==> config.mk <==
export PLATFORM = sky130hd
export DESIGN_NAME = axi_write_mux
export DESIGN_NICKNAME = d
export VERILOG_FILES = /design/src/axi_mux_pkg.sv /design/src/axi_write_mux.sv /design/src/b_resp_router.sv /design/src/w_channel_mux.sv /design/src/w_route_fifo.sv /design/src/aw_channel_ctrl.sv /design/src/rr_arbiter.sv
export VERILOG_INCLUDE_DIRS = /design/src
export SDC_FILE = /design/constraint.sdc
export NUM_CORES = 1
export LEC_CHECK = 0
export BUFFER_PORTS_ARGS = -buffer_cell sky130_fd_sc_hd__buf_2
export CAP_MARGIN = 20
export CORE_AREA = 2 2 159 161
export DETAILED_ROUTE_END_ITERATION = 7
export DIE_AREA = 0 0 161 163
export GPL_ROUTABILITY_DRIVEN = 0
export PLACE_DENSITY = 0.51
export SKIP_CTS_REPAIR_TIMING = 1
export SYNTH_ARGS = -nofsm -noshare
export SYNTH_HDL_FRONTEND = slang
export SYNTH_SLANG_ARGS = --single-unit
==> constraint.sdc <==
create_clock -name clk_i -period 10.09 [get_ports clk_i]
set_input_delay 0.5045 -clock clk_i [delete_from_list [all_inputs] [get_ports clk_i]]
set_output_delay 0.5045 -clock clk_i [all_outputs]
set_load 0.02 [all_outputs]
==> src/axi_mux_settings.svh <==
// Compile-time settings of the AXI4 write multiplexer
// Port count, ID, address and data widths, W routing depth

`ifndef AXI_MUX_SETTINGS_SVH
`define AXI_MUX_SETTINGS_SVH

// Peer ports and the index that names them
`define AXI_MUX_NUM_PORTS     4
`define AXI_MUX_IDX_WIDTH     2

// ID widths, the shared port carries the port index on top
`define AXI_MUX_SLV_ID_WIDTH  3
`define AXI_MUX_MST_ID_WIDTH  (`AXI_MUX_SLV_ID_WIDTH + `AXI_MUX_IDX_WIDTH)

`define AXI_MUX_ADDR_WIDTH    16
`define AXI_MUX_DATA_WIDTH    32  // Strobe is one bit per byte

`define AXI_MUX_MAX_W_TRANS   4   // Outstanding AWs waiting for W data

`endif
==> src/axi_mux_pkg.sv <==
// Channel types of the AXI4 write multiplexer
// Peer-side and shared-side structs, port index and AW lock state

`include "axi_mux_settings.svh"

package axi_mux_pkg;

  typedef logic [`AXI_MUX_IDX_WIDTH-1:0]      port_idx_t;
  typedef logic [`AXI_MUX_SLV_ID_WIDTH-1:0]   slv_id_t;
  typedef logic [`AXI_MUX_MST_ID_WIDTH-1:0]   mst_id_t;
  typedef logic [`AXI_MUX_ADDR_WIDTH-1:0]     addr_t;
  typedef logic [`AXI_MUX_DATA_WIDTH-1:0]     data_t;
  typedef logic [`AXI_MUX_DATA_WIDTH/8-1:0]   strb_t;

  // ----------------------------------------
  // AW channel, ID is the top field
  // ----------------------------------------
  typedef struct packed {
    slv_id_t     id;
    addr_t       addr;
    logic [7:0]  len;
    logic [2:0]  size;
    logic [1:0]  burst;  // Plain field, no decoding here
  } slv_aw_chan_t;

  typedef struct packed {
    mst_id_t     id;     // Port index in the top bits
    addr_t       addr;
    logic [7:0]  len;
    logic [2:0]  size;
    logic [1:0]  burst;
  } mst_aw_chan_t;

  typedef struct packed {
    data_t  data;
    strb_t  strb;
    logic   last;
  } w_chan_t;

  typedef struct packed {
    slv_id_t     id;
    logic [1:0]  resp;
  } slv_b_chan_t;

  typedef struct packed {
    mst_id_t     id;
    logic [1:0]  resp;
  } mst_b_chan_t;

  // Grant pushed to the W FIFO but still waiting for the spill stage
  typedef enum logic {
    AW_IDLE,
    AW_LOCKED
  } aw_state_e;

endpackage

==> src/axi_write_mux.sv <==
// AXI4 write multiplexer, four peer ports onto one shared port
// AW arbitration with ID prepend, W routed in AW order, B routed by ID

`timescale 1ns/1ps
`include "axi_mux_settings.svh"

module axi_write_mux (
  input  logic                                               clk_i,
  input  logic                                               rst_i,
  // Peer ports
  input  axi_mux_pkg::slv_aw_chan_t [`AXI_MUX_NUM_PORTS-1:0] slv_aw_i,
  input  logic [`AXI_MUX_NUM_PORTS-1:0]                      slv_aw_valid_i,
  output logic [`AXI_MUX_NUM_PORTS-1:0]                      slv_aw_ready_o,
  input  axi_mux_pkg::w_chan_t [`AXI_MUX_NUM_PORTS-1:0]      slv_w_i,
  input  logic [`AXI_MUX_NUM_PORTS-1:0]                      slv_w_valid_i,
  output logic [`AXI_MUX_NUM_PORTS-1:0]                      slv_w_ready_o,
  output axi_mux_pkg::slv_b_chan_t [`AXI_MUX_NUM_PORTS-1:0]  slv_b_o,
  output logic [`AXI_MUX_NUM_PORTS-1:0]                      slv_b_valid_o,
  input  logic [`AXI_MUX_NUM_PORTS-1:0]                      slv_b_ready_i,
  // Shared port
  output axi_mux_pkg::mst_aw_chan_t                          mst_aw_o,
  output logic                                               mst_aw_valid_o,
  input  logic                                               mst_aw_ready_i,
  output axi_mux_pkg::w_chan_t                               mst_w_o,
  output logic                                               mst_w_valid_o,
  input  logic                                               mst_w_ready_i,
  input  axi_mux_pkg::mst_b_chan_t                           mst_b_i,
  input  logic                                               mst_b_valid_i,
  output logic                                               mst_b_ready_o
);
  import axi_mux_pkg::*;

  logic         gnt_valid, gnt_ready;
  mst_aw_chan_t gnt_aw;
  port_idx_t    gnt_idx;
  logic         fifo_full, fifo_empty;
  logic         fifo_push, fifo_pop;
  port_idx_t    fifo_idx, fifo_head;

  // ----------------------------------------
  // AW path
  // ----------------------------------------
  rr_arbiter i_aw_arbiter (
    .clk_i       ( clk_i          ),
    .rst_i       ( rst_i          ),
    .req_valid_i ( slv_aw_valid_i ),
    .req_ready_o ( slv_aw_ready_o ),
    .req_aw_i    ( slv_aw_i       ),
    .gnt_valid_o ( gnt_valid      ),
    .gnt_ready_i ( gnt_ready      ),
    .gnt_aw_o    ( gnt_aw         ),
    .gnt_idx_o   ( gnt_idx        )
  );

  aw_channel_ctrl i_aw_ctrl (
    .clk_i          ( clk_i          ),
    .rst_i          ( rst_i          ),
    .gnt_valid_i    ( gnt_valid      ),
    .gnt_ready_o    ( gnt_ready      ),
    .gnt_aw_i       ( gnt_aw         ),
    .gnt_idx_i      ( gnt_idx        ),
    .fifo_full_i    ( fifo_full      ),
    .fifo_push_o    ( fifo_push      ),
    .fifo_idx_o     ( fifo_idx       ),
    .mst_aw_o       ( mst_aw_o       ),
    .mst_aw_valid_o ( mst_aw_valid_o ),
    .mst_aw_ready_i ( mst_aw_ready_i )
  );

  // ----------------------------------------
  // W path
  // ----------------------------------------
  w_route_fifo i_w_fifo (
    .clk_i   ( clk_i      ),
    .rst_i   ( rst_i      ),
    .push_i  ( fifo_push  ),
    .idx_i   ( fifo_idx   ),
    .full_o  ( fifo_full  ),
    .pop_i   ( fifo_pop   ),
    .head_o  ( fifo_head  ),
    .empty_o ( fifo_empty )
  );

  w_channel_mux i_w_mux (
    .slv_w_i       ( slv_w_i       ),
    .slv_w_valid_i ( slv_w_valid_i ),
    .slv_w_ready_o ( slv_w_ready_o ),
    .head_i        ( fifo_head     ),
    .empty_i       ( fifo_empty    ),
    .pop_o         ( fifo_pop      ),
    .mst_w_o       ( mst_w_o       ),
    .mst_w_valid_o ( mst_w_valid_o ),
    .mst_w_ready_i ( mst_w_ready_i )
  );

  // B path
  b_resp_router i_b_router (
    .clk_i         ( clk_i         ),
    .rst_i         ( rst_i         ),
    .mst_b_i       ( mst_b_i       ),
    .mst_b_valid_i ( mst_b_valid_i ),
    .mst_b_ready_o ( mst_b_ready_o ),
    .slv_b_o       ( slv_b_o       ),
    .slv_b_valid_o ( slv_b_valid_o ),
    .slv_b_ready_i ( slv_b_ready_i )
  );

endmodule

==> src/b_resp_router.sv <==
// B response router
// One-entry register, routes by the index bits of the ID and strips them

`timescale 1ns/1ps
`include "axi_mux_settings.svh"

module b_resp_router (
  input  logic                                               clk_i,
  input  logic                                               rst_i,
  input  axi_mux_pkg::mst_b_chan_t                           mst_b_i,
  input  logic                                               mst_b_valid_i,
  output logic                                               mst_b_ready_o,
  output axi_mux_pkg::slv_b_chan_t [`AXI_MUX_NUM_PORTS-1:0]  slv_b_o,
  output logic [`AXI_MUX_NUM_PORTS-1:0]                      slv_b_valid_o,
  input  logic [`AXI_MUX_NUM_PORTS-1:0]                      slv_b_ready_i
);
  import axi_mux_pkg::*;

  mst_b_chan_t b_q;
  logic        b_full_q;
  port_idx_t   b_idx;
  logic        b_load, b_drain;

  assign b_idx   = b_q.id[`AXI_MUX_MST_ID_WIDTH-1 -: `AXI_MUX_IDX_WIDTH];
  assign b_drain = b_full_q & slv_b_ready_i[b_idx];
  assign b_load  = mst_b_valid_i & mst_b_ready_o;

  // Free now or freed by the addressed port this cycle
  assign mst_b_ready_o = ~b_full_q | b_drain;

  always_ff @(posedge clk_i) begin
    if (rst_i) begin
      b_full_q <= 1'b0;
    end else if (b_load) begin
      b_full_q <= 1'b1;
    end else if (b_drain) begin
      b_full_q <= 1'b0;
    end
  end

  always_ff @(posedge clk_i) begin
    if (b_load) b_q <= mst_b_i;
  end

  // Same stripped response on every port, only one sees valid
  always_comb begin
    slv_b_valid_o        = '0;
    slv_b_valid_o[b_idx] = b_full_q;
    for (int p = 0; p < `AXI_MUX_NUM_PORTS; p++) begin
      slv_b_o[p].id   = b_q.id[`AXI_MUX_SLV_ID_WIDTH-1:0];
      slv_b_o[p].resp = b_q.resp;
    end
  end

endmodule

==> src/w_channel_mux.sv <==
// W channel steering
// Connects the port at the FIFO head to the shared W port, pops on the last beat

`timescale 1ns/1ps
`include "axi_mux_settings.svh"

module w_channel_mux (
  input  axi_mux_pkg::w_chan_t [`AXI_MUX_NUM_PORTS-1:0] slv_w_i,
  input  logic [`AXI_MUX_NUM_PORTS-1:0]                 slv_w_valid_i,
  output logic [`AXI_MUX_NUM_PORTS-1:0]                 slv_w_ready_o,
  input  axi_mux_pkg::port_idx_t                        head_i,
  input  logic                                          empty_i,
  output logic                                          pop_o,
  output axi_mux_pkg::w_chan_t                          mst_w_o,
  output logic                                          mst_w_valid_o,
  input  logic                                          mst_w_ready_i
);
  import axi_mux_pkg::*;

  w_chan_t head_w;
  logic    head_valid;

  assign head_w     = slv_w_i[head_i];
  assign head_valid = ~empty_i & slv_w_valid_i[head_i];  // Nothing routed while empty

  assign mst_w_o       = head_w;
  assign mst_w_valid_o = head_valid;

  // Other ports see no ready and wait their turn
  always_comb begin
    slv_w_ready_o         = '0;
    slv_w_ready_o[head_i] = ~empty_i & mst_w_ready_i;
  end

  assign pop_o = head_valid & mst_w_ready_i & head_w.last;  // Burst done

endmodule

==> src/w_route_fifo.sv <==
// W routing FIFO
// Keeps the port index of every accepted AW in grant order

`timescale 1ns/1ps
`include "axi_mux_settings.svh"

module w_route_fifo (
  input  logic                    clk_i,
  input  logic                    rst_i,
  input  logic                    push_i,
  input  axi_mux_pkg::port_idx_t  idx_i,
  output logic                    full_o,
  input  logic                    pop_i,
  output axi_mux_pkg::port_idx_t  head_o,
  output logic                    empty_o
);
  import axi_mux_pkg::*;

  localparam int unsigned DEPTH = `AXI_MUX_MAX_W_TRANS;
  localparam int unsigned PTR_W = $clog2(DEPTH);

  port_idx_t        mem_q [DEPTH];
  logic [PTR_W:0]   wr_ptr_q, rd_ptr_q;   // Extra wrap bit tells full from empty
  logic             do_push, do_pop;

  assign empty_o = (wr_ptr_q == rd_ptr_q);
  assign full_o  = (wr_ptr_q[PTR_W] != rd_ptr_q[PTR_W]) &&
                   (wr_ptr_q[PTR_W-1:0] == rd_ptr_q[PTR_W-1:0]);
  assign head_o  = mem_q[rd_ptr_q[PTR_W-1:0]];

  assign do_push = push_i & ~full_o;
  assign do_pop  = pop_i & ~empty_o;

  always_ff @(posedge clk_i) begin
    if (rst_i) begin
      wr_ptr_q <= '0;
      rd_ptr_q <= '0;
    end else begin
      if (do_push) wr_ptr_q <= wr_ptr_q + 1'b1;
      if (do_pop)  rd_ptr_q <= rd_ptr_q + 1'b1;
    end
  end

  always_ff @(posedge clk_i) begin
    if (do_push) begin
      mem_q[wr_ptr_q[PTR_W-1:0]] <= idx_i;
    end
  end

endmodule

==> src/aw_channel_ctrl.sv <==
// AW channel control of the write multiplexer
// Pushes the grant order into the W routing FIFO and feeds a two-entry spill stage

`timescale 1ns/1ps

module aw_channel_ctrl (
  input  logic                       clk_i,
  input  logic                       rst_i,
  input  logic                       gnt_valid_i,
  output logic                       gnt_ready_o,
  input  axi_mux_pkg::mst_aw_chan_t  gnt_aw_i,
  input  axi_mux_pkg::port_idx_t     gnt_idx_i,
  input  logic                       fifo_full_i,
  output logic                       fifo_push_o,
  output axi_mux_pkg::port_idx_t     fifo_idx_o,
  output axi_mux_pkg::mst_aw_chan_t  mst_aw_o,
  output logic                       mst_aw_valid_o,
  input  logic                       mst_aw_ready_i
);
  import axi_mux_pkg::*;

  aw_state_e    state_q, state_d;
  logic         spill_valid, spill_ready;
  logic         a_full_q, b_full_q;
  mst_aw_chan_t a_data_q, b_data_q;
  logic         a_fill, a_drain, b_fill, b_drain;

  assign fifo_idx_o = gnt_idx_i;

  // ----------------------------------------
  // Lock FSM
  // ----------------------------------------
  always_comb begin
    state_d     = state_q;
    spill_valid = 1'b0;
    gnt_ready_o = 1'b0;
    fifo_push_o = 1'b0;
    case (state_q)
      AW_IDLE: begin
        if (gnt_valid_i && !fifo_full_i) begin
          spill_valid = 1'b1;
          fifo_push_o = 1'b1;          // Index recorded once per grant
          if (spill_ready) begin
            gnt_ready_o = 1'b1;
          end else begin
            state_d = AW_LOCKED;
          end
        end
      end
      AW_LOCKED: begin
        // Already pushed, only wait for the spill stage
        spill_valid = 1'b1;
        if (spill_ready) begin
          gnt_ready_o = 1'b1;
          state_d     = AW_IDLE;
        end
      end
      default: state_d = AW_IDLE;
    endcase
  end

  always_ff @(posedge clk_i) begin
    if (rst_i) begin
      state_q <= AW_IDLE;
    end else begin
      state_q <= state_d;
    end
  end

  // ----------------------------------------
  // Spill stage
  // ----------------------------------------
  // Entry A takes new requests, B catches A under back-pressure
  assign spill_ready = ~a_full_q | ~b_full_q;
  assign a_fill      = spill_valid & spill_ready;
  assign a_drain     = a_full_q & ~b_full_q;
  assign b_fill      = a_drain & ~mst_aw_ready_i;
  assign b_drain     = b_full_q & mst_aw_ready_i;

  always_ff @(posedge clk_i) begin
    if (rst_i) begin
      a_full_q <= 1'b0;
      b_full_q <= 1'b0;
    end else begin
      if (a_fill || a_drain) a_full_q <= a_fill;
      if (b_fill || b_drain) b_full_q <= b_fill;
    end
  end

  always_ff @(posedge clk_i) begin
    if (a_fill) a_data_q <= gnt_aw_i;
    if (b_fill) b_data_q <= a_data_q;
  end

  assign mst_aw_valid_o = a_full_q | b_full_q;
  assign mst_aw_o       = b_full_q ? b_data_q : a_data_q;  // B is always the older one

endmodule

==> src/rr_arbiter.sv <==
// Round-robin AW arbiter over the peer ports
// Holds its choice while a grant is pending and prepends the port index to the ID

`timescale 1ns/1ps
`include "axi_mux_settings.svh"

module rr_arbiter (
  input  logic                                             clk_i,
  input  logic                                             rst_i,
  input  logic [`AXI_MUX_NUM_PORTS-1:0]                    req_valid_i,
  output logic [`AXI_MUX_NUM_PORTS-1:0]                    req_ready_o,
  input  axi_mux_pkg::slv_aw_chan_t [`AXI_MUX_NUM_PORTS-1:0] req_aw_i,
  output logic                                             gnt_valid_o,
  input  logic                                             gnt_ready_i,
  output axi_mux_pkg::mst_aw_chan_t                        gnt_aw_o,
  output axi_mux_pkg::port_idx_t                           gnt_idx_o
);
  import axi_mux_pkg::*;

  port_idx_t rr_q;         // First port to look at
  port_idx_t lock_idx_q;   // Port held while its grant waits
  logic      lock_q;
  port_idx_t pick;         // Free choice when not locked
  logic      found;
  port_idx_t sel;
  port_idx_t sel_next;

  // Search from the pointer upwards with wrap-around
  always_comb begin
    port_idx_t cand;
    found = 1'b0;
    pick  = rr_q;
    cand  = rr_q;
    for (int k = 0; k < `AXI_MUX_NUM_PORTS; k++) begin
      cand = port_idx_t'((int'(rr_q) + k) % `AXI_MUX_NUM_PORTS);
      if (!found && req_valid_i[cand]) begin
        found = 1'b1;
        pick  = cand;
      end
    end
  end

  assign sel         = lock_q ? lock_idx_q : pick;
  assign gnt_valid_o = req_valid_i[sel];   // Low when nothing was found
  assign gnt_idx_o   = sel;
  assign sel_next    = (sel == port_idx_t'(`AXI_MUX_NUM_PORTS - 1)) ? '0 : sel + 1'b1;

  always_comb begin
    req_ready_o      = '0;
    req_ready_o[sel] = gnt_valid_o & gnt_ready_i;
  end

  // Winner's payload with its index on top of the ID
  always_comb begin
    gnt_aw_o.id    = {sel, req_aw_i[sel].id};
    gnt_aw_o.addr  = req_aw_i[sel].addr;
    gnt_aw_o.len   = req_aw_i[sel].len;
    gnt_aw_o.size  = req_aw_i[sel].size;
    gnt_aw_o.burst = req_aw_i[sel].burst;
  end

  always_ff @(posedge clk_i) begin
    if (rst_i) begin
      rr_q       <= '0;
      lock_q     <= 1'b0;
      lock_idx_q <= '0;
    end else if (gnt_valid_o && gnt_ready_i) begin
      lock_q <= 1'b0;
      rr_q   <= sel_next;     // Move past the port just served
    end else if (gnt_valid_o) begin
      lock_q     <= 1'b1;     // Shown but not taken, keep it
      lock_idx_q <= sel;
    end
  end

endmodule

; ---- Yosys cells after proc, flatten, opt, wreduce, memory -nomap -nowiden
; Memories as Yosys holds them, arrays and structs flattened. A register that Yosys moved wholly into a read port is not among the register bits.
; Index checks and enable logic that the tools add are counted.
[op_classes]
n_addsub = 6
multipliers = 0
n_div = 0
magnitude_cmp = 10
eq_ne = 4
shift = 0
muxes = 48
bitwise_logic = 27
reduce_logical = 18
[op_table]
columns = op, count
row1 = $bmux W37 S2, 1
row2 = $bmux W32 S2, 1
row3 = $mux W37, 1
row4 = $mux W34, 1
row5 = $mux W32, 1
row6 = $mux W1, 23
row7 = $lt A2 B3 Y1 const B, 7
row8 = $bmux W1 S2, 7
row9 = $mux W2, 7
row10 = $and A1 B1 Y1, 13
row11 = $and A4 B4 Y4, 3
row12 = $logic_and A1 B1 Y1, 9
row13 = $not A1 Y1, 8
row14 = $add A3 B1 Y3 const B, 2
row15 = $demux W1 S2, 3
row16 = $ge A2 B1 Y1 const B, 3
row17 = $pmux W1 S2, 3
row18 = $add A2 B1 Y2 const B, 2
row19 = $add A2 B2 Y2 const B, 2
row20 = $logic_not A1 Y1, 4
row21 = $eq A3 B3 Y1, 1
row22 = $or A1 B1 Y1, 3
row23 = $eq A2 B2 Y1, 1
row24 = $eq A2 B2 Y1 const B, 1
row25 = 5 further kinds, 6
[totals]
reg_bits = 90
latchBits = 0
mem_bits_rw = 8
rom_bits = 0
out_inout_bits = 106
wordCells = 135
n_memories = 1
[memory_table]
columns = name, words, width, read_ports, rd_clocked_by_memory_dff, write_ports, line
row1 = i_w_fifo.mem_q, 4, 2, 1, 1, 1, w_route_fifo.sv:22  ; port_idx_t mem_q [DEPTH];

; ---- Depth between registers and ports, before layout
; Gate-level depths: netlist of the first run.
[depth]
ltp_word = 21
mapped_depth = 9
ltp_nobuf = 7

; ---- By module
; A second synthesis of the first run with hierarchy kept.
[unflattened]
cells_unflattened = 516
area_unflattened_um2 = 6771.5
[modules_own_cells]
columns = module, instances, cells_per_inst, area_per_inst_um2
row1 = aw_channel_ctrl, 1, 122, 2761.4
row2 = rr_arbiter, 1, 221, 1599.0
row3 = w_channel_mux, 1, 55, 1076.0
row4 = w_route_fifo, 1, 80, 874.6
row5 = b_resp_router, 1, 38, 460.4

; ---- Least setup slack after synthesis of the first run
; Ideal clock, no wire load.
[synth_path]
kind = reg-to-reg
startpoint = register i_aw_ctrl.b_full_q
endpoint = register i_aw_ctrl.b_data_q[0] in the netlist's numbering, enable pin
setup_ns = 0.475
t_arrival_ns = 3.325
required_time_ns = 9.615
setup_slack_ns = 6.290
path_stages_with_launch = 4
n_path_buf = 2
synth_period_minus_slack_ns = 3.800
path_cell_list = dfxtp_1 clkbuf_1 clkbuf_1 nor3b_1
[synth_between]
elab_chain_len = 3
[synth_rtl]
columns = item, line
row1 = "start, declared", aw_channel_ctrl.sv:24  ; logic a_full_q, b_full_q;
row2 = "start signal, assigned", aw_channel_ctrl.sv:86  ; if (b_fill || b_drain) b_full_q <= b_fill;
row3 = $not A1 Y1, aw_channel_ctrl.sv:76  ; assign a_drain = a_full_q & ~b_full_q;
row4 = $and A1 B1 Y1, aw_channel_ctrl.sv:76
row5 = $and A1 B1 Y1, aw_channel_ctrl.sv:77  ; assign b_fill = a_drain & ~mst_aw_ready_i;
row6 = via i_aw_ctrl.b_fill, aw_channel_ctrl.sv:26  ; logic a_fill, a_drain, b_fill, b_drain;
row7 = "end signal, assigned", aw_channel_ctrl.sv:92  ; if (b_fill) b_data_q <= a_data_q;
row8 = "end, declared", aw_channel_ctrl.sv:25  ; mst_aw_chan_t a_data_q, b_data_q;
; The timed path passes the listed nets, and every way through them passes these cells.
; A chain may end at the register's enable or synchronous reset.

; ---- Worst setup path in the final report of the first run
[layout_path]
startpoint = register i_aw_arbiter.rr_q[1]
endpoint = output slv_aw_ready_o[1]
[layout_between]
elab_chain_len = 20
[layout_rtl]
columns = item, line
row1 = "start, declared", rr_arbiter.sv:20  ; port_idx_t rr_q;
row2 = "start signal, assigned", rr_arbiter.sv:69  ; rr_q <= sel_next;
row3 = "parallel branches: the longest is 11 deep, another holds $add A2 B1 Y2", -
row4 = $mux W2 (*), rr_arbiter.sv:36  ; if (!found && req_valid_i[cand]) begin
row5 = $mux W2 (*), rr_arbiter.sv:43  ; assign sel = lock_q ? lock_idx_q : pick;
row6 = $bmux W1 S2, rr_arbiter.sv:44  ; assign gnt_valid_o = req_valid_i[sel];
row7 = $mux W1 (implied by the code), rr_arbiter.sv:44
row8 = $logic_and A1 B1 Y1, aw_channel_ctrl.sv:40  ; if (gnt_valid_i && !fifo_full_i) begin
row9 = $mux W1, aw_channel_ctrl.sv:40
row10 = $pmux W1 S2, aw_channel_ctrl.sv:38  ; case (state_q)
row11 = $and A1 B1 Y1, rr_arbiter.sv:50  ; req_ready_o[sel] = gnt_valid_o & gnt_ready_i;
row12 = $and A4 B4 Y4 (no line) (*), -
row13 = "end, declared", axi_write_mux.sv:13  ; output logic [`AXI_MUX_NUM_PORTS-1:0] slv_aw_ready_o,
; Mark *: on every way between the ends. The select of a mux whose other input is x is not followed.

==> qor.txt, run 1 <==
Clock insertion delay at the later pin of the skew report - 0.34 ns
Routed Antenna Nets - 0
Largest area contributor in the netlist - edfxtp_1
Async set-reset flop share out of synthesis - 0
Mean Syn Cell Area - 11.2 um2
Setup violators final - 0
Final wirelength - 22.2 mm
Cell chosen for the clock root - clkbuf_16
Slew Limit Fails - 0
Core Region - 24,700 um2
Multi-input logic area - 3030 um2
Sink Count - 100
First-pass GRT wire length - 32.0 mm
FILL cells - 2,554
Cells after synthesis - 546
Crit path arrival time - 3.23 ns
Area grow syn2layout - 42.9%
Worst EP required - 9.59 ns
Clock power frac - 0.150
Initial Utilization - 0.248
WHS Path Cells - 1
Remaining DRCs - 0
Antenna violations before repair - 8
Die area - 26,200 um2
Via/cell ratio - 4.63
Routed wire per std cell - 17.7 um
Post-route setup TNS - 0 ns
Synthesized area - 6130 um2
Final nets - 1,228
Maximum root-to-sink buffer count - 2
Aggregate global-route resource usage - 0.160
Total vias in the final route - 5,821
Yosys cell types - 43
Initial DRC count - 352
Sequential Power Share - 0.280
Worst hold margin - 0.328 ns
Setup CP Type - register to output port
EDFF count, synth - 83
Num CTS Buffers - 9
Die width - 161 um
Post-DP HPWL - 17.5 mm
Tcrit/Tclk final - 0.370
Max_cap viols - 0
IO Count - 406
# rows - 58
Startpoint types - register
Worst vdd ir - 0.000194 V
Commonest cells in the netlist - 140 x nand2_1, 83 x edfxtp_1, 42 x mux4_2
Htree depth - 3
Final Hold Vio Count - 0
PortBufs - 405
Logic pwr share - 0.570
CP Max Fanout - 75
Leak - 4.01 nW
Synth area leaders - edfxtp_1 41%, mux4_2 15%, nand2_1 8.6%, mux2_2 6.4%, dfxtp_1 5.6%
Internal power - 1.46 mW
Sw Ratio - 0.431
Syn Nets - 855
FF+latch count, synth - 100
Fin area - 8760 um2
Layout cells sized above 1 - 0.558
Yosys warnings - 0
Worst slew pin tran - 1.04 ns
Fmax - 268 MHz
Largest net degree at the start of global routing - 76
Vias in the first global route - 5,471
Part of the Yosys area used for sequential elements - 0.462
Clk_skew - 0.0143 ns
Crit. End Element - output port
CTS tree - done
Placed Area - 8400 um2
Grt ovf - 0
CTS clk-pin slew, worst paths - 0.08 ns
HP Class - input port to register
Slew margin rel. - 0.307
Top cell type's share of synthesized area - 0.407
RSZ-0062 raised after global routing - false
Switch Pwr - 1.11 mW
Pwr dens - 294 nW/um2
Final min period - 3.74 ns
Post-synth top flop - edfxtp_1
Status - completed
Pre-antenna DRT Iters - 5
Count leader, synth - nand2_1
Worst Reg-to-Reg Cells - 10
FF+latch area - 2830 um2
Die height - 163 um
## final timing paths
path                                      endpoint                              start  slack (ns)
setup / recovery                 slv_aw_ready_o[1]  i_aw_arbiter.rr_q[1]$_SDFFE_PP0P_        6.35
hold / removal     i_b_router.slv_b_o[4]$_DFFE_PP_                         mst_b_i[4]        0.33
setup reg to reg  i_aw_ctrl.a_data_q[32]$_DFFE_PP_  i_aw_arbiter.rr_q[1]$_SDFFE_PP0P_        6.64
hold reg to reg   i_aw_ctrl.b_data_q[12]$_DFFE_PP_   i_aw_ctrl.a_data_q[12]$_DFFE_PP_        0.44
## logic make-up (layout without fill, tap and decap cells)
kind of cell | count (synthesis) | after routing | share of synthesized area
mux | 80 | 80 | 0.224
compound gates | 63 | 63 | 0.0672
flops | 100 | 100 | 0.462
other cells | 0 | 3 | 0
simple gates | 226 | 226 | 0.171
xor+xnor | 6 | 6 | 0.00857
fa+ha+maj | 9 | 9 | 0.0184
buf+inv | 62 | 440 | 0.0488
## state kept, by name (all words and copies together) (netlist names), 2 cells and up, named ones only
name	flops
i_aw_arbiter.lock_idx_q	2
i_w_fifo.rd_ptr_q	3
i_b_router.slv_b_o	5
i_aw_ctrl.a_data_q	34
i_b_router.b_idx	2
i_aw_ctrl.b_data_q	34
i_aw_arbiter.rr_q	2
i_w_fifo.mem_q	8
i_w_fifo.wr_ptr_q	3
## worst max-delay path, cell delays in order, from the launching register on
cell,delay (ns)
dfxtp_1,0.44
nand2b_1,0.17
a21oi_1,0.10
o41ai_4,0.31
buf_4,0.64
inv_2,0.06
and3_1,0.25
nor3_1,0.49
and2_1,0.24
buf_2,0.17
## metrics by stage
stage          power [mW]  setup WS [ns]   util  instances
6_report             2.57           6.35  0.355       1257
5_1_grt              2.74           6.05  0.355       1255
4_1_cts              2.61           6.26  0.355       1254
3_5_place_dp         2.22           6.28  0.341       1238
3_3_place_gp         2.21           6.33  0.341       1238
2_1_floorplan        1.73           6.29      -        546
## cells in the final DEF (no fill, tap or decap), drive strengths merged, types with 11 or more instances in the layout
cell	netlist	routed
buf	26	413
nand2	140	140
edfxtp	83	83
mux4	42	42
mux2	36	36
a31oi	35	35
and3	34	34
dfxtp	17	17
inv	11	14
clkbuf	25	12
and2	11	11
nor2	11	11
a21oi	11	11
## power groups by stage
stage               registers, mW  logic (mW)  clock network [mW]
global route                0.739        1.59               0.415
floorplan                   0.711        1.01                   0
global placement            0.727        1.49                   0
CTS                         0.723        1.49               0.400
finish                      0.721        1.47               0.386
detailed placement          0.733        1.48                   0
## layer usage
metal | vias to the layer above | wire, um | track usage
met5 | - | 41 | 0
met4 | 6 | 177 | 0.0341
met3 | 16 | 1680 | 0.0481
met2 | 217 | 10500 | 0.248
met1 | 2829 | 9870 | 0.223
li1 | 2753 | - | -
## area by class of cell
cell class | count | share of cell area
clock inverters | 4 | 0.00643
flip-flops and latches | 100 | 0.324
well taps | 330 | 0.0471
diodes | 3 | 0.000857
inverters | 11 | 0.00471
repair buffers | 413 | 0.238
multi-input cells | 384 | 0.346
clock buffers | 12 | 0.0330
Note: power is estimated with default switching activity, not from simulation.
==> run 2: changes to the inputs <==
==> constraint.sdc (replaced) <==
create_clock -name clk_i -period 3.8 [get_ports clk_i]
set_input_delay 0.19 -clock clk_i [delete_from_list [all_inputs] [get_ports clk_i]]
set_output_delay 0.19 -clock clk_i [all_outputs]
set_load 0.02 [all_outputs]
==> run 2 against run 1 <==
  * Largest power group unchanged
  * Register-to-register slack worse by 5.5 ns
  * Routed wire length up 1.9%
  * Power rose to 2.6 times the previous value
  * Sequential power grew to 2.7 times the previous value
  * Via count hardly changed
  * First-iteration DRC count fell by 3.4%
  * Highest routed layer unchanged
  * Sequential cell count did not move
  * Die area stayed put
  * Hold slack worse by 0.32 ns
==> qor.txt, run 2 (synthesis results as in run 1) <==
HP Class - input port to register
Pre-CTS setup slack - 1.09 ns (-5.19 ns)
Aggregate global-route resource usage - 0.164 (+0.00381)
IO Count - 406 (unchanged)
Tcrit/Tclk final - 0.786
Max_cap viols - 0 (unchanged)
Worst Reg-to-Reg Cells - 8 (-2)
FF+latch area - 2830 um2 (unchanged)
Setup CP Type - register to output port
Final min period - 2.99 ns
Most frequent cells in the layout - 405 x buf_2, 140 x nand2_1, 83 x edfxtp_1
Cell chosen for the clock root - clkbuf_16
Final Hold Vio Count - 0 (unchanged)
PortBufs - 405 (unchanged)
CTS tree - done
WHS Path Cells - 1 (unchanged)
Die area - 26,200 um2 (unchanged)
Htree depth - 3 (unchanged)
Pwr dens - 769 nW/um2 (+160%)
Final worst setup slack - 0.814 ns (-5.54 ns)
Remaining DRCs - 0 (unchanged)
Setup violators final - 0 (unchanged)
First-pass GRT wire length - 32.5 mm (+1.6%)
Fmax - 335 MHz
Largest net degree at the start of global routing - 52 (-32%)
Layout cells sized above 1 - 0.553 (-0.00587)
Initial DRC count - 340 (-3.4%)
Final nets - 1,236 (+0.65%)
Routed wire per std cell - 17.8 um (+0.85%)
Die width - 161 um (unchanged)
Worst R2R End - i_aw_ctrl.a_data_q[25]$_DFFE_PP_
Hold path start - mst_b_i[4]
CTS clk-pin slew, worst paths - 0.08 ns (about the same)
# rows - 58 (unchanged)
Worst vdd ir - 0.000293 V (+51%)
Most common cell after layout, fill and taps aside - buf_2
Worst hold margin - 0.00899 ns (-0.319 ns)
Clk_skew - 0.0136 ns (-0.000740 ns)
Grt ovf - 0 (unchanged)
Leak - 4.01 nW (+0.17%)
Num CTS Buffers - 9 (unchanged)
Finished Layout Cells - 1,270 (+1.0%)
Register-to-register setup slack - 1.13 ns (-5.51 ns)
Area grow syn2layout - 43.4%
Multi-input logic area - 3030 um2 (unchanged)
Vias in the first global route - 5,449 (-0.40%)
RSZ-0062 raised after global routing - false
Worst EP required - 3.61 ns (-5.98 ns)
Final wirelength - 22.7 mm (+1.9%)
Clock insertion delay at the later pin of the skew report - 0.35 ns (about the same)
R2r startpoint - i_aw_arbiter.rr_q[1]$_SDFFE_PP0P_
Maximum root-to-sink buffer count - 2 (unchanged)
Post-DP HPWL - 18.0 mm (+2.8%)
Crit path arrival time - 2.80 ns (-0.43 ns)
Sink Count - 100 (unchanged)
Die height - 163 um (unchanged)
Routed Antenna Nets - 0 (unchanged)
Worst slew pin tran - 1.03 ns (-0.0101 ns)
Antenna violations before repair - 13 (+5)
Pre-antenna DRT Iters - 5 (unchanged)
CP Max Fanout - 19 (-75%)
Total vias in the final route - 5,825 (+0.069%)
Hold path endpoint - i_b_router.slv_b_o[4]$_DFFE_PP_
Via/cell ratio - 4.59 (-0.96%)
Initial Utilization - 0.248 (unchanged)
Post-route setup TNS - 0 ns (unchanged)
Core Region - 24,700 um2 (unchanged)
Crit. End Element - output port
FILL cells - 2,565 (+0.43%)
Slew Limit Fails - 0 (unchanged)
Startpoint types - register
Slew margin rel. - 0.313 (+0.00674)
Status - completed
Dpl cells - 1,240 (+0.16%)
run 2: how the worst max path moves through the flow:
stage | slack, ns | to | cells after the start | from
detailed placement | 1.09 | i_aw_ctrl.a_data_q[30]$_DFFE_PP_ | 8 | i_aw_arbiter.rr_q[1]$_SDFFE_PP0P_
floorplan | 0.0003 | i_aw_ctrl.b_data_q[0]$_DFFE_PP_ | 3 | i_aw_ctrl.b_full_q$_SDFFE_PP0P_
finish | 0.81 | slv_aw_ready_o[1] | 8 | i_aw_arbiter.rr_q[1]$_SDFFE_PP0P_
CTS | 0.73 | slv_aw_ready_o[0] | 8 | i_aw_arbiter.rr_q[1]$_SDFFE_PP0P_
global route | 0.52 | slv_aw_ready_o[1] | 8 | i_aw_arbiter.rr_q[1]$_SDFFE_PP0P_
global placement | 1.11 | slv_aw_ready_o[0] | 9 | slv_aw_valid_i[3]
run 2: power by group:
part	switching, mW	internal [mW]
Combinational	2.38	1.54
Sequential	0.172	1.75
Clock	0.406	0.511
run 2: stage by stage:
step,area (um2),util,power [mW]
2_1_floorplan,6130,-,4.58
3_3_place_gp,8420,0.341,5.92
3_5_place_dp,8420,0.341,5.91
4_1_cts,8710,0.353,6.87
5_1_grt,8780,0.356,7.18
6_report,8790,0.356,6.76
run 2: critical path: stages (launching register included):
cell	delay (ns)
dfxtp_1	0.45
nand2b_1	0.16
a21oi_1	0.10
o41ai_4	0.37
inv_2	0.23
and3_1	0.29
nor3_1	0.48
and2_1	0.19
buf_2	0.17
run 2: final cells by class:
type	instances	area share
timing repair buffer	421	0.246
tap	330	0.0470
inverter	11	0.00470
multi-input combinational	384	0.345
clock inverter	6	0.00726
clock buffer	10	0.0260
antenna	8	0.00228
sequential	100	0.322
run 2: layer usage:
metal  up-vias  routed length (um)  track usage
li1       2777                   -            -
met1      2813               10100        0.227
met2       208               10600        0.252
met3        21                1690       0.0474
met4         6                 214       0.0434
met5         -                  34            0
